--- config.mk ---
export PLATFORM = sky130hd
export DESIGN_NAME = decomp_top
export DESIGN_NICKNAME = d
export VERILOG_FILES = /design/src/rtl/decomp_pkg.sv /design/src/rtl/decomp_quad0.sv /design/src/rtl/decomp_quad1.sv /design/src/rtl/decomp_quad2.sv /design/src/rtl/decomp_stage.sv /design/src/rtl/decomp_top.sv
export SDC_FILE = /design/constraint.sdc
export NUM_CORES = 1
export LEC_CHECK = 0
export BUFFER_PORTS_ARGS = -buffer_cell sky130_fd_sc_hd__clkbuf_2
export CAP_MARGIN = 20
export CORE_MARGIN = 4
export CORE_UTILIZATION = 25
export CTS_BUF_LIST = sky130_fd_sc_hd__clkbuf_16
export DETAILED_ROUTE_END_ITERATION = 8
export PLACE_DENSITY = 0.46
export SKIP_CTS_REPAIR_TIMING = 1
export SLEW_MARGIN = 10
export SYNTH_ARGS = -nofsm -noshare
export SYNTH_HDL_FRONTEND = slang
export SYNTH_SLANG_ARGS = --single-unit
--- constraint.sdc ---
create_clock -name clk_i -period 2.31 [get_ports clk_i]
set_clock_uncertainty 0.15 [all_clocks]
set_input_delay 0.3465 -clock clk_i [delete_from_list [all_inputs] [get_ports clk_i]]
set_output_delay 0.3465 -clock clk_i [all_outputs]
set_load 0.02 [all_outputs]
--- src/rtl/decomp_pkg.sv ---
// shared types, opcode and register constants, result structs for the rvc expander

package decomp_pkg;

  //////////////////////////////////////////////////////////////////////
  // word and field types
  //////////////////////////////////////////////////////////////////////

  // full 32-bit instruction word
  typedef logic [31:0] instr_t;

  // compressed halfword, as found in the low half of a fetch word
  typedef logic [15:0] cinstr_t;

  // major opcode field, bits 6:0
  typedef logic [6:0]  opcode_t;

  // architectural register index
  typedef logic [4:0]  reg_idx_t;

  //////////////////////////////////////////////////////////////////////
  // rv32i opcodes used by the expansions
  //////////////////////////////////////////////////////////////////////

  localparam opcode_t OPCODE_OPIMM  = 7'h13;
  localparam opcode_t OPCODE_OP     = 7'h33;
  localparam opcode_t OPCODE_LUI    = 7'h37;
  localparam opcode_t OPCODE_LOAD   = 7'h03;
  localparam opcode_t OPCODE_STORE  = 7'h23;
  localparam opcode_t OPCODE_BRANCH = 7'h63;
  localparam opcode_t OPCODE_JAL    = 7'h6f;
  localparam opcode_t OPCODE_JALR   = 7'h67;

  // fixed registers implied by some compressed forms
  localparam reg_idx_t REG_ZERO = 5'd0;
  localparam reg_idx_t REG_RA   = 5'd1;
  localparam reg_idx_t REG_SP   = 5'd2;

  // c.ebreak has no operands, it maps to one fixed word
  localparam instr_t INSTR_EBREAK = 32'h0010_0073;

  //////////////////////////////////////////////////////////////////////
  // result structs
  //////////////////////////////////////////////////////////////////////

  // output of one quadrant decoder
  typedef struct packed {
    instr_t instr;
    logic   illegal;
  } expand_t;

  // registered output of the expander
  // is_compressed is low for words whose bits 1:0 are 11
  typedef struct packed {
    instr_t instr;
    logic   is_compressed;
    logic   illegal;
  } decomp_out_t;

endpackage

--- src/rtl/decomp_quad0.sv ---
// quadrant c0 expander: c.addi4spn, c.lw, c.sw, everything else illegal
`timescale 1ns/100ps

module decomp_quad0 (
  input  decomp_pkg::cinstr_t  cinstr_i,
  output decomp_pkg::expand_t  expand_o
);

  import decomp_pkg::*;

  logic [2:0] funct3;
  // primed registers, x8..x15
  reg_idx_t   rd_p;
  reg_idx_t   rs1_p;
  // lw form, shared by c.lw and all the illegal slots
  instr_t     lw_word;

  assign funct3 = cinstr_i[15:13];
  assign rd_p   = {2'b01, cinstr_i[4:2]};
  assign rs1_p  = {2'b01, cinstr_i[9:7]};

  // word offset is uimm[6:2], scaled by 4
  assign lw_word = {5'b0, cinstr_i[5], cinstr_i[12:10], cinstr_i[6], 2'b00,
                    rs1_p, 3'b010, rd_p, OPCODE_LOAD};

  always_comb begin
    expand_o.instr   = lw_word;
    expand_o.illegal = 1'b0;
    unique case (funct3)
      3'b000: begin
        // c.addi4spn, addi rd', sp, nzuimm
        // immediate is scaled by 4, zero immediate is reserved
        expand_o.instr = {2'b0, cinstr_i[10:7], cinstr_i[12:11], cinstr_i[5],
                          cinstr_i[6], 2'b00, REG_SP, 3'b000, rd_p, OPCODE_OPIMM};
        expand_o.illegal = (cinstr_i[12:5] == 8'b0);
      end
      3'b010: begin
        // c.lw
        expand_o.instr = lw_word;
      end
      3'b110: begin
        // c.sw, rs2' sits in the lower register slot
        expand_o.instr = {5'b0, cinstr_i[5], cinstr_i[12], rd_p, rs1_p, 3'b010,
                          cinstr_i[11:10], cinstr_i[6], 2'b00, OPCODE_STORE};
      end
      default: begin
        // c.fld, c.flw, c.fsd, c.fsw and the reserved or zc slots
        // word kept at the lw form so the output stays deterministic
        expand_o.instr   = lw_word;
        expand_o.illegal = 1'b1;
      end
    endcase
  end

endmodule

--- src/rtl/decomp_quad1.sv ---
// quadrant c1 expander: immediate ops, jumps, branches, register alu ops
`timescale 1ns/100ps

module decomp_quad1 (
  input  decomp_pkg::cinstr_t  cinstr_i,
  output decomp_pkg::expand_t  expand_o
);

  import decomp_pkg::*;

  logic [2:0]  funct3;
  // full register field and primed register fields
  reg_idx_t    rd;
  reg_idx_t    rd_p;
  reg_idx_t    rs2_p;
  // sign-extended 6-bit immediate, imm[5] is bit 12
  logic [11:0] imm6_sext;
  // register alu form, funct7 and funct3 filled in per op
  logic [6:0]  alu_funct7;
  logic [2:0]  alu_funct3;

  assign funct3    = cinstr_i[15:13];
  assign rd        = cinstr_i[11:7];
  assign rd_p      = {2'b01, cinstr_i[9:7]};
  assign rs2_p     = {2'b01, cinstr_i[4:2]};
  assign imm6_sext = {{7{cinstr_i[12]}}, cinstr_i[6:2]};

  // sub, xor, or, and selected by bits 6:5
  always_comb begin
    alu_funct7 = 7'b0;
    unique case (cinstr_i[6:5])
      2'b00: begin
        alu_funct7 = 7'b0100000;
        alu_funct3 = 3'b000;
      end
      2'b01: alu_funct3 = 3'b100;
      2'b10: alu_funct3 = 3'b110;
      default: alu_funct3 = 3'b111;
    endcase
  end

  always_comb begin
    expand_o.instr   = {imm6_sext, rd, 3'b000, rd, OPCODE_OPIMM};
    expand_o.illegal = 1'b0;
    unique case (funct3)
      3'b000: begin
        // c.addi, c.nop and the rd=x0 or zero-imm hints all take this form
        expand_o.instr = {imm6_sext, rd, 3'b000, rd, OPCODE_OPIMM};
      end
      3'b001, 3'b101: begin
        // c.jal links to ra, c.j links to x0
        // offset bits are scattered, imm[11] and imm[19:12] are sign copies
        expand_o.instr = {cinstr_i[12], cinstr_i[8], cinstr_i[10:9], cinstr_i[6],
                          cinstr_i[7], cinstr_i[2], cinstr_i[11], cinstr_i[5:3],
                          {9{cinstr_i[12]}},
                          (cinstr_i[15] ? REG_ZERO : REG_RA), OPCODE_JAL};
      end
      3'b010: begin
        // c.li, addi rd, x0, imm
        // rd=x0 is a hint and expands the same way
        expand_o.instr = {imm6_sext, REG_ZERO, 3'b000, rd, OPCODE_OPIMM};
      end
      3'b011: begin
        if (rd == REG_SP) begin
          // c.addi16sp, immediate scaled by 16
          expand_o.instr = {{3{cinstr_i[12]}}, cinstr_i[4:3], cinstr_i[5], cinstr_i[2],
                            cinstr_i[6], 4'b0, REG_SP, 3'b000, REG_SP, OPCODE_OPIMM};
        end else begin
          // c.lui, rd=x0 is a hint
          expand_o.instr = {{15{cinstr_i[12]}}, cinstr_i[6:2], rd, OPCODE_LUI};
        end
        // zero immediate is reserved for both forms
        expand_o.illegal = ({cinstr_i[12], cinstr_i[6:2]} == 6'b0);
      end
      3'b100: begin
        unique case (cinstr_i[11:10])
          2'b00, 2'b01: begin
            // c.srli / c.srai, bit 10 picks arithmetic
            // shamt[5] set is rv64 only
            expand_o.instr = {1'b0, cinstr_i[10], 5'b0, cinstr_i[6:2], rd_p, 3'b101,
                              rd_p, OPCODE_OPIMM};
            expand_o.illegal = cinstr_i[12];
          end
          2'b10: begin
            // c.andi
            expand_o.instr = {imm6_sext, rd_p, 3'b111, rd_p, OPCODE_OPIMM};
          end
          default: begin
            expand_o.instr = {alu_funct7, rs2_p, rd_p, alu_funct3, rd_p, OPCODE_OP};
            // bit 12 set: c.subw, c.addw and reserved slots
            expand_o.illegal = cinstr_i[12];
          end
        endcase
      end
      default: begin
        // c.beqz / c.bnez, bit 13 becomes funct3[0]
        expand_o.instr = {{4{cinstr_i[12]}}, cinstr_i[6:5], cinstr_i[2], REG_ZERO, rd_p,
                          2'b00, cinstr_i[13], cinstr_i[11:10], cinstr_i[4:3],
                          cinstr_i[12], OPCODE_BRANCH};
      end
    endcase
  end

endmodule

--- src/rtl/decomp_quad2.sv ---
// quadrant c2 expander: c.slli, sp-relative load/store, jr/mv/jalr/add, ebreak
`timescale 1ns/100ps

module decomp_quad2 (
  input  decomp_pkg::cinstr_t  cinstr_i,
  output decomp_pkg::expand_t  expand_o
);

  import decomp_pkg::*;

  logic [2:0] funct3;
  reg_idx_t   rd;
  reg_idx_t   rs2;
  // lwsp form, also used for the floating-point slots
  instr_t     lwsp_word;

  assign funct3 = cinstr_i[15:13];
  assign rd     = cinstr_i[11:7];
  assign rs2    = cinstr_i[6:2];

  // offset is uimm[7:2], scaled by 4
  assign lwsp_word = {4'b0, cinstr_i[3:2], cinstr_i[12], cinstr_i[6:4], 2'b00,
                      REG_SP, 3'b010, rd, OPCODE_LOAD};

  always_comb begin
    expand_o.instr   = lwsp_word;
    expand_o.illegal = 1'b0;
    unique case (funct3)
      3'b000: begin
        // c.slli, zero shamt or rd=x0 are hints
        expand_o.instr   = {7'b0, rs2, rd, 3'b001, rd, OPCODE_OPIMM};
        expand_o.illegal = cinstr_i[12];
      end
      3'b010: begin
        // c.lwsp, rd=x0 is reserved
        expand_o.instr   = lwsp_word;
        expand_o.illegal = (rd == REG_ZERO);
      end
      3'b100: begin
        if (!cinstr_i[12]) begin
          if (rs2 == REG_ZERO) begin
            // c.jr, rs1=x0 is reserved
            expand_o.instr   = {12'b0, rd, 3'b000, REG_ZERO, OPCODE_JALR};
            expand_o.illegal = (rd == REG_ZERO);
          end else begin
            // c.mv, add rd, x0, rs2
            expand_o.instr = {7'b0, rs2, REG_ZERO, 3'b000, rd, OPCODE_OP};
          end
        end else begin
          if (rs2 == REG_ZERO && rd == REG_ZERO) begin
            expand_o.instr = INSTR_EBREAK;
          end else if (rs2 == REG_ZERO) begin
            // c.jalr links to ra
            expand_o.instr = {12'b0, rd, 3'b000, REG_RA, OPCODE_JALR};
          end else begin
            // c.add, rd=x0 is a hint
            expand_o.instr = {7'b0, rs2, rd, 3'b000, rd, OPCODE_OP};
          end
        end
      end
      3'b110: begin
        // c.swsp, offset uimm[7:2]
        expand_o.instr = {4'b0, cinstr_i[8:7], cinstr_i[12], rs2, REG_SP, 3'b010,
                          cinstr_i[11:9], 2'b00, OPCODE_STORE};
      end
      default: begin
        // c.fldsp, c.flwsp, c.fsdsp, c.fswsp
        expand_o.instr   = lwsp_word;
        expand_o.illegal = 1'b1;
      end
    endcase
  end

endmodule

--- src/rtl/decomp_stage.sv ---
// quadrant select, 32-bit pass-through and the output register of the expander
`timescale 1ns/100ps

module decomp_stage (
  input  logic                    clk_i,
  input  logic                    rst_n_i,
  input  logic                    valid_i,
  input  decomp_pkg::instr_t      instr_i,
  input  decomp_pkg::expand_t     quad0_i,
  input  decomp_pkg::expand_t     quad1_i,
  input  decomp_pkg::expand_t     quad2_i,
  output logic                    valid_o,
  output decomp_pkg::decomp_out_t result_o
);

  import decomp_pkg::*;

  // combinational result, captured on valid
  decomp_out_t result_d;

  //////////////////////////////////////////////////////////////////////
  // quadrant select
  //////////////////////////////////////////////////////////////////////

  always_comb begin
    result_d.is_compressed = (instr_i[1:0] != 2'b11);
    unique case (instr_i[1:0])
      2'b00: begin
        result_d.instr   = quad0_i.instr;
        result_d.illegal = quad0_i.illegal;
      end
      2'b01: begin
        result_d.instr   = quad1_i.instr;
        result_d.illegal = quad1_i.illegal;
      end
      2'b10: begin
        result_d.instr   = quad2_i.instr;
        result_d.illegal = quad2_i.illegal;
      end
      default: begin
        // full-width word, passed on untouched and never flagged
        result_d.instr   = instr_i;
        result_d.illegal = 1'b0;
      end
    endcase
  end

  //////////////////////////////////////////////////////////////////////
  // output register
  //////////////////////////////////////////////////////////////////////

  // valid follows the input strobe by one cycle
  // result only loads on valid and holds across gaps
  always_ff @(posedge clk_i or negedge rst_n_i) begin
    if (!rst_n_i) begin
      valid_o  <= 1'b0;
      result_o <= '0;
    end else begin
      valid_o <= valid_i;
      if (valid_i) begin
        result_o <= result_d;
      end
    end
  end

endmodule

--- src/rtl/decomp_top.sv ---
// top level of the rvc expander: three quadrant decoders feeding one register stage
`timescale 1ns/100ps

module decomp_top (
  input  logic                    clk_i,
  input  logic                    rst_n_i,
  input  logic                    valid_i,
  input  decomp_pkg::instr_t      instr_i,
  output logic                    valid_o,
  output decomp_pkg::decomp_out_t result_o
);

  import decomp_pkg::*;

  // per-quadrant expansions of the low halfword
  expand_t quad0_res;
  expand_t quad1_res;
  expand_t quad2_res;

  // all three decoders see the same halfword every cycle
  decomp_quad0 i_decomp_quad0 (
    .cinstr_i (instr_i[15:0]),
    .expand_o (quad0_res)
  );

  decomp_quad1 i_decomp_quad1 (
    .cinstr_i (instr_i[15:0]),
    .expand_o (quad1_res)
  );

  decomp_quad2 i_decomp_quad2 (
    .cinstr_i (instr_i[15:0]),
    .expand_o (quad2_res)
  );

  // select by bits 1:0 and register
  decomp_stage i_decomp_stage (
    .clk_i    (clk_i),
    .rst_n_i  (rst_n_i),
    .valid_i  (valid_i),
    .instr_i  (instr_i),
    .quad0_i  (quad0_res),
    .quad1_i  (quad1_res),
    .quad2_i  (quad2_res),
    .valid_o  (valid_o),
    .result_o (result_o)
  );

endmodule

==> results of run 1 <==
-- routing by layer --
metal | track usage (%) | wire length (µm) | up-vias
li1 | - | - | 1677
met1 | 29.3 | 6390 | 1717
met2 | 30.0 | 5660 | 203
met3 | 3.65 | 1090 | 37
met4 | 6.35 | 498 | 0
met5 | 0 | 0 | -
-- flip-flops by register name, summed over array words and instances, names as in the netlist --
signal	count
i_decomp_stage.result_o	34
i_decomp_stage.valid_o	1
-- final cells by class --
| class | instances | share of cell area [%] |
|---|---|---|
| Clock buffer | 5 | 3.18 |
| Clock inverter | 3 | 1.21 |
| Inverter | 17 | 1.62 |
| Multi-Input combinational cell | 300 | 46.3 |
| Sequential cell | 35 | 22.3 |
| Tap cell | 143 | 4.55 |
| Timing Repair Buffer | 129 | 20.9 |
-- critical path, cell delays in order --
cell       delay, ns
clkbuf_2        0.12
nor4_2          0.49
nand2_1         0.29
buf_4           0.22
nor4_1          0.34
o2111ai_1       0.19
o221ai_1        0.10
-- path summary, 6_finish.rpt --
path,from,to,slack (ns),cells past startpoint
setup / recovery,instr_i[5],i_decomp_stage.result_o[0]$_DFFE_PN0P_,0.26,7
max in group asynchronous,rst_n_i,i_decomp_stage.valid_o$_DFF_PN0_,1.06,3
setup reg to reg,i_decomp_stage.result_o[25]$_DFFE_PN0P_,i_decomp_stage.result_o[25]$_DFFE_PN0P_,1.02,4
hold / removal,instr_i[31],i_decomp_stage.result_o[33]$_DFFE_PN0P_,0.15,3
min in group asynchronous,rst_n_i,i_decomp_stage.result_o[1]$_DFFE_PN0P_,0.41,2
hold reg to reg,i_decomp_stage.result_o[3]$_DFFE_PN0P_,i_decomp_stage.result_o[3]$_DFFE_PN0P_,0.31,1
-- synthesized netlist by cell type (5+ instances only) --
cell type | n | area [µm²]
a211oi_1 | 7 | 52.6
a21oi_1 | 41 | 205
a31oi_1 | 16 | 100
buf_1 | 5 | 18.8
buf_2 | 7 | 35.0
buf_4 | 6 | 45.0
clkbuf_1 | 23 | 86.3
dfrtp_1 | 35 | 876
inv_1 | 17 | 63.8
nand2_1 | 41 | 154
nand2b_1 | 5 | 31.3
nand3_1 | 9 | 45.0
nor2_1 | 26 | 97.6
nor2b_1 | 6 | 37.5
o2111ai_1 | 7 | 61.3
o211ai_1 | 7 | 52.6
o21ai_0 | 38 | 190
o221ai_1 | 5 | 43.8
o2bb2ai_1 | 6 | 52.6
o31ai_1 | 6 | 45.0
or3_1 | 6 | 37.5
-- metrics by stage --
step	total power, mW	cell area, µm²	hold WS [ns]
after floorplan	1.12	2960	-0.0991
after global placement	1.43	3750	0.203
after detailed placement	1.43	3750	0.206
after CTS	2.25	3930	-0.106
after global routing	2.34	3940	0.162
final	2.24	3940	0.150
-- placed cells by master (no fill, tap or decap), types with 9 or more instances in the layout --
master and instances:
a21oi_1 41, a31oi_1 16, buf_4 57, clkbuf_2 69, dfrtp_1 35, inv_1 17, nand2_1 41, nand3_1 9
nor2_1 26, o21ai_0 38
-- power groups by stage --
stage	Clock, mW	Combinational (mW)	Sequential [mW]
3_5_place_dp	0	0.694	0.732
3_3_place_gp	0	0.701	0.730
2_1_floorplan	0	0.309	0.809
4_1_cts	0.831	0.698	0.721
5_1_grt	0.853	0.761	0.730
6_report	0.813	0.703	0.719
-- logic make-up (layout without fill, tap and decap cells) --
group | count (synthesis) | in the layout
AND/OR/NAND/NOR | 121 | 121
AO/OA/AOI/OAI | 177 | 177
flip-flops | 35 | 35
multiplexers | 2 | 2
buffers and inverters | 59 | 154
==> impl_results.md, run 1 <==
- Outcome: complete, no violations
- CTS tree: done
- Number of max-cap violations: 0
- Antenna Nets Post-Route: 0
- Synth Net Count: 429
- Critical Path Fanout Max: 5
- Synth Area in Compound Gates: 40.1%
- Yosys reg bits: 35
- Int Pwr: 1.45 mW
- Sequential cell area: 876 µm²
- CTS sink cnt: 35
- Final Worst Setup Slack: 0.257 ns
- Total CTS buffers: 5
- GRT Util Overall: 20.1%
- Gpl congestion: 0.991
- NetSw: 782 µW
- Routed WL: 13600 µm
- Finished Core Util: 34.2%
- Initial Util: 25.7%
- Initial antenna violation count: 0
- Synthesized instance count: 394
- Filler cells: 1273
- Setup crit start kind: input port
- TNS Setup: 0 ns
- First-pass detailed-route iteration total: 5
- Number of enable flip-flop cells after synthesis: 0
- Final Net Count: 523
- Core ar.: 11500 µm²
- Critical path capture point type: flop
- Fin. Hold Viols: 0
- Pre-CTS WS: 0.0252 ns
- Fin. max-slew vios: 0
- Max-slew headroom: 64.3%
- Post-synthesis sequential area ratio: 29.6%
- Htree depth: 2
- Die area: 13600 µm²
- Post-Synth XOR/XNOR Area: 0%
- Die X: 117 µm
- Clock power share: 36.4%
- Post-synthesis mux area share: 0.677%
- Gr ovfl total: 0
- Largest net degree at the start of global routing: 43
- RSZ-0062 raised after global routing: false
- Layout cells sized above 1: 30.7%
- Synth Area in Simple Gates: 20.9%
- Vias/cell: 5.75
- Comb power frac: 31.5%
- Area Growth Syn to Fin: 33.1%
- Vias in the first global route: 3530
- Worst-Skew Late Latency: 0.29 ns
- Static leakage: 1.73 nW
- HPWL after DPL: 10500 µm
- Sw Ratio: 35.0%
- Post-DR wirelength/cell: 21.6 µm
- Antenna cell count: 0
- Cell area after synthesis: 2960 µm²
- IO Port Bufs: 69
- IO Count: 70
- Dominant synthesized flop cell: dfrtp_1
- Number of setup violations in the final report: 0
- First-pass GRT wire length: 21100 µm
- Slew at the pin closest to its max-slew limit: 0.534 ns
- Multi-input logic area: 1820 µm²
- Power Dens Cells: 568 nW/µm²
- FFs w/ async S/R, synth: 100%
- Drt drc: 0
- # rows: 39
- Synth Area in Adders: 0%
- Clock transition at the registers of the reported paths: 0.07 ns
- Crit path required time: 2.36 ns
- Seq pwr share: 32.2%
- Syn. warnings: 0
- Final Non-Filler Cells: 632
- Clk buf depth: 2
- Peak VDD IR: 0.297 mV
- Min-Delay Path Class: in2reg
- Placed insts: 623
- Die H: 117 µm
- Root buffer cell: clkbuf_16
- Crit Path Class: in2reg
- Post-synth cell types: 63
- Final period utilization: 88.9%
- WP data arrival: 2.11 ns
- Largest family of logic cells by synthesized area: compound AO/OA/AOI/OAI gates
- Via count: 3634
- DR iter-0 viols: 309
- Min Tclk post-route: 2.05 ns
- Average cell area after synthesis: 7.51 µm²
- Max Clk Rate: 487 MHz
No activity file was read; power rests on OpenSTA's default activity.
==> run 2: changes to the inputs <==
--- a/config.mk
+++ b/config.mk
@@ -5,13 +5,14 @@
 export SDC_FILE = /design/constraint.sdc
 export NUM_CORES = 1
 export LEC_CHECK = 0
+export ABC_AREA = 1
 export BUFFER_PORTS_ARGS = -buffer_cell sky130_fd_sc_hd__clkbuf_2
 export CAP_MARGIN = 20
 export CORE_MARGIN = 4
 export CORE_UTILIZATION = 25
 export CTS_BUF_LIST = sky130_fd_sc_hd__clkbuf_16
 export DETAILED_ROUTE_END_ITERATION = 8
-export PLACE_DENSITY = 0.46
+export PLACE_DENSITY = 0.47
 export SKIP_CTS_REPAIR_TIMING = 1
 export SLEW_MARGIN = 10
 export SYNTH_ARGS = -nofsm -noshare
==> impl_results.md, run 2 <==
- Final period utilization: 78.2%
- Cell area after synthesis: 2820 µm²
- IO Port Bufs: 69
- Critical path buffers and inverters: 1
- Htree depth: 2
- Filler cells: 1273
- Post-synth top area cell: dfrtp_1
- Die X: 114 µm
- Gpl congestion: 0.944
- Max Clk Rate: 554 MHz
- Min-Delay Path Class: in2reg
- DR iter-0 viols: 310
- Layout cells sized above 1: 20.9%
- Synthesized instance count: 479
- Number of setup violations in the final report: 0
- Post-DR wirelength/cell: 18.1 µm
- First-pass detailed-route iteration total: 5
- Placed insts: 700
- Vias in the first global route: 3383
- Post-synth cell types: 31
- Core ar.: 10900 µm²
- Average cell area after synthesis: 5.88 µm²
- Critical Path Fanout Max: 9
- Max incr delay on CP: 0.27 ns
- Min Tclk post-route: 1.81 ns
- Fin. Hold Viols: 0
- Top post-synthesis cells by area: dfrtp_1, nand2_1, nor2_1
- Max-slew headroom: 57.2%
- Commonest cells in the netlist: nand2_1, nor2_1, o21ai_0
- Drt drc: 0
- Yosys reg bits: 35
- RSZ-0062 raised after global routing: false
- Worst-Skew Late Latency: 0.29 ns
- Initial antenna violation count: 0
- Via count: 3505
- Max FFs per register: 34
- Dominant synthesized flop cell: dfrtp_1
- First-pass GRT wire length: 19800 µm
- Peak VDD IR: 0.248 mV
- Initial Util: 25.7%
- Number of max-cap violations: 0
- GRT Util Overall: 19.8%
- Crit path required time: 2.34 ns
- Placed cell area: 3460 µm²
- Largest net degree at the start of global routing: 44
- Biggest regs: i_decomp_stage.result_o (34), i_decomp_stage.valid_o (1)
- IO Count: 70
- Final Net Count: 603
- Top delay family on crit path: simple AND/OR/NAND/NOR gates
- Antenna cell count: 0
- Final hold slack: 0.147 ns
- TNS Setup: 0 ns
- Slew at the pin closest to its max-slew limit: 0.643 ns
- Root buffer cell: clkbuf_16
- Final instance area: 3630 µm²
- Antenna Nets Post-Route: 0
- Slowest cell on the critical path: nand3_1
- FFs w/ async S/R, synth: 100%
- Commonest non-fill, non-tap cell in the layout: nand2_1
- Cell Chain, Critical Path: clkbuf_2 -> nor2_1 -> nand3_1 -> nand3_1 -> nand2_1 -> o21ai_0 -> nand2_1 -> nand2_1 -> nand2_1
- Die area: 13000 µm²
- Die H: 114 µm
- CTS tree: done
- Post-synthesis sequential area ratio: 31.1%
- Final Non-Filler Cells: 709
- Total CTS buffers: 5
- Static leakage: 1.97 nW
- HPWL after DPL: 10000 µm
- Fin. max-slew vios: 0
- Setup crit start kind: input port
- Gr ovfl total: 0
- Largest Register: i_decomp_stage.result_o
- Clock transition at the registers of the reported paths: 0.06 ns
- Clk buf depth: 2
- # rows: 38
- Outcome: complete, no violations
- Power Dens Cells: 586 nW/µm²
- Area Growth Syn to Fin: 29.0%
- Routed WL: 12800 µm
- CP dominant cell by count: nand2_1
- CTS sink cnt: 35
- Crit Path Class: in2reg
- Synth Net Count: 514
- Synth top area share: 31.1%
- Number of enable flip-flop cells after synthesis: 0
- Most common cell in the netlist: nand2_1
- WP data arrival: 1.83 ns
- Critical path capture point type: flop
- Most frequent cells in the layout: nand2_1, clkbuf_2, nor2_1
- Syn. warnings: 0
- Vias/cell: 4.94
-- run 2: changes by cell type after synthesis, moves of 7 or more --
cell / previous run / this run
clkbuf_1: 23 / 6
nand2_1: 41 / 184
o2111ai_1: 7 / 0
a21oi_1: 41 / 24
nand3_1: 9 / 34
inv_1: 17 / 33
a31oi_1: 16 / 5
nor2_1: 26 / 68
-- run 2: per-layer routing --
layer | track usage, % | wire (µm) | vias to the layer above
met2 | 31.3 | 5750 | 163
met4 | 6.65 | 280 | 0
met5 | 0 | 0 | -
li1 | - | - | 1722
met1 | 27.9 | 5920 | 1601
met3 | 2.75 | 859 | 19
-- run 2: final timing paths --
path	to	slack [ns]	depth (start not counted)	startpoint
min in group asynchronous	i_decomp_stage.result_o[32]$_DFFE_PN0P_	0.46	2	rst_n_i
max reg2reg	i_decomp_stage.result_o[12]$_DFFE_PN0P_	1.39	2	i_decomp_stage.result_o[12]$_DFFE_PN0P_
min	i_decomp_stage.result_o[33]$_DFFE_PN0P_	0.15	3	instr_i[31]
max	i_decomp_stage.result_o[29]$_DFFE_PN0P_	0.50	9	instr_i[10]
max in group asynchronous	i_decomp_stage.result_o[29]$_DFFE_PN0P_	0.97	3	rst_n_i
min reg2reg	i_decomp_stage.result_o[2]$_DFFE_PN0P_	0.32	1	i_decomp_stage.result_o[2]$_DFFE_PN0P_
-- run 2: worst reg2reg max path, stage by stage (launching register included) --
cell	delay (ns)
dfrtp_1	0.39
a22oi_1	0.17
o21ai_0	0.10
-- run 2: metrics by stage --
stage          worst slack, ns  total power [mW]  utilization [%]
2_1_floorplan            0.672              1.07                -
4_1_cts                  0.539              2.15             33.1
3_3_place_gp             0.134              1.35             31.6
3_5_place_dp             0.238              1.34             31.6
5_1_grt                  0.270              2.25             33.2
6_report                 0.504              2.13             33.2
-- run 2: cells by family (layout without fill, tap and decap cells) --
group | count (synthesis) | in the layout | share of synthesized area (%)
simple gates | 301 | 301 | 43.5
compound gates | 86 | 86 | 16.8
flops | 35 | 35 | 31.1
buf+inv | 57 | 147 | 8.62
-- run 2: where the power goes --
part	internal, mW	switching [mW]
clock	0.504	0.292
sequential	0.679	0.0353
combinational	0.197	0.422
-- run 2: area by class of cell --
| class | instances | area, µm² | area share (%) |
|---|---|---|---|
| multi-input combinational | 387 | 1700 | 46.7 |
| sequential | 35 | 876 | 24.1 |
| timing repair buffer | 98 | 566 | 15.6 |
| tap | 140 | 175 | 4.82 |
| inverter | 41 | 154 | 4.24 |
| clock buffer | 5 | 125 | 3.45 |
| clock inverter | 3 | 38.8 | 1.07 |
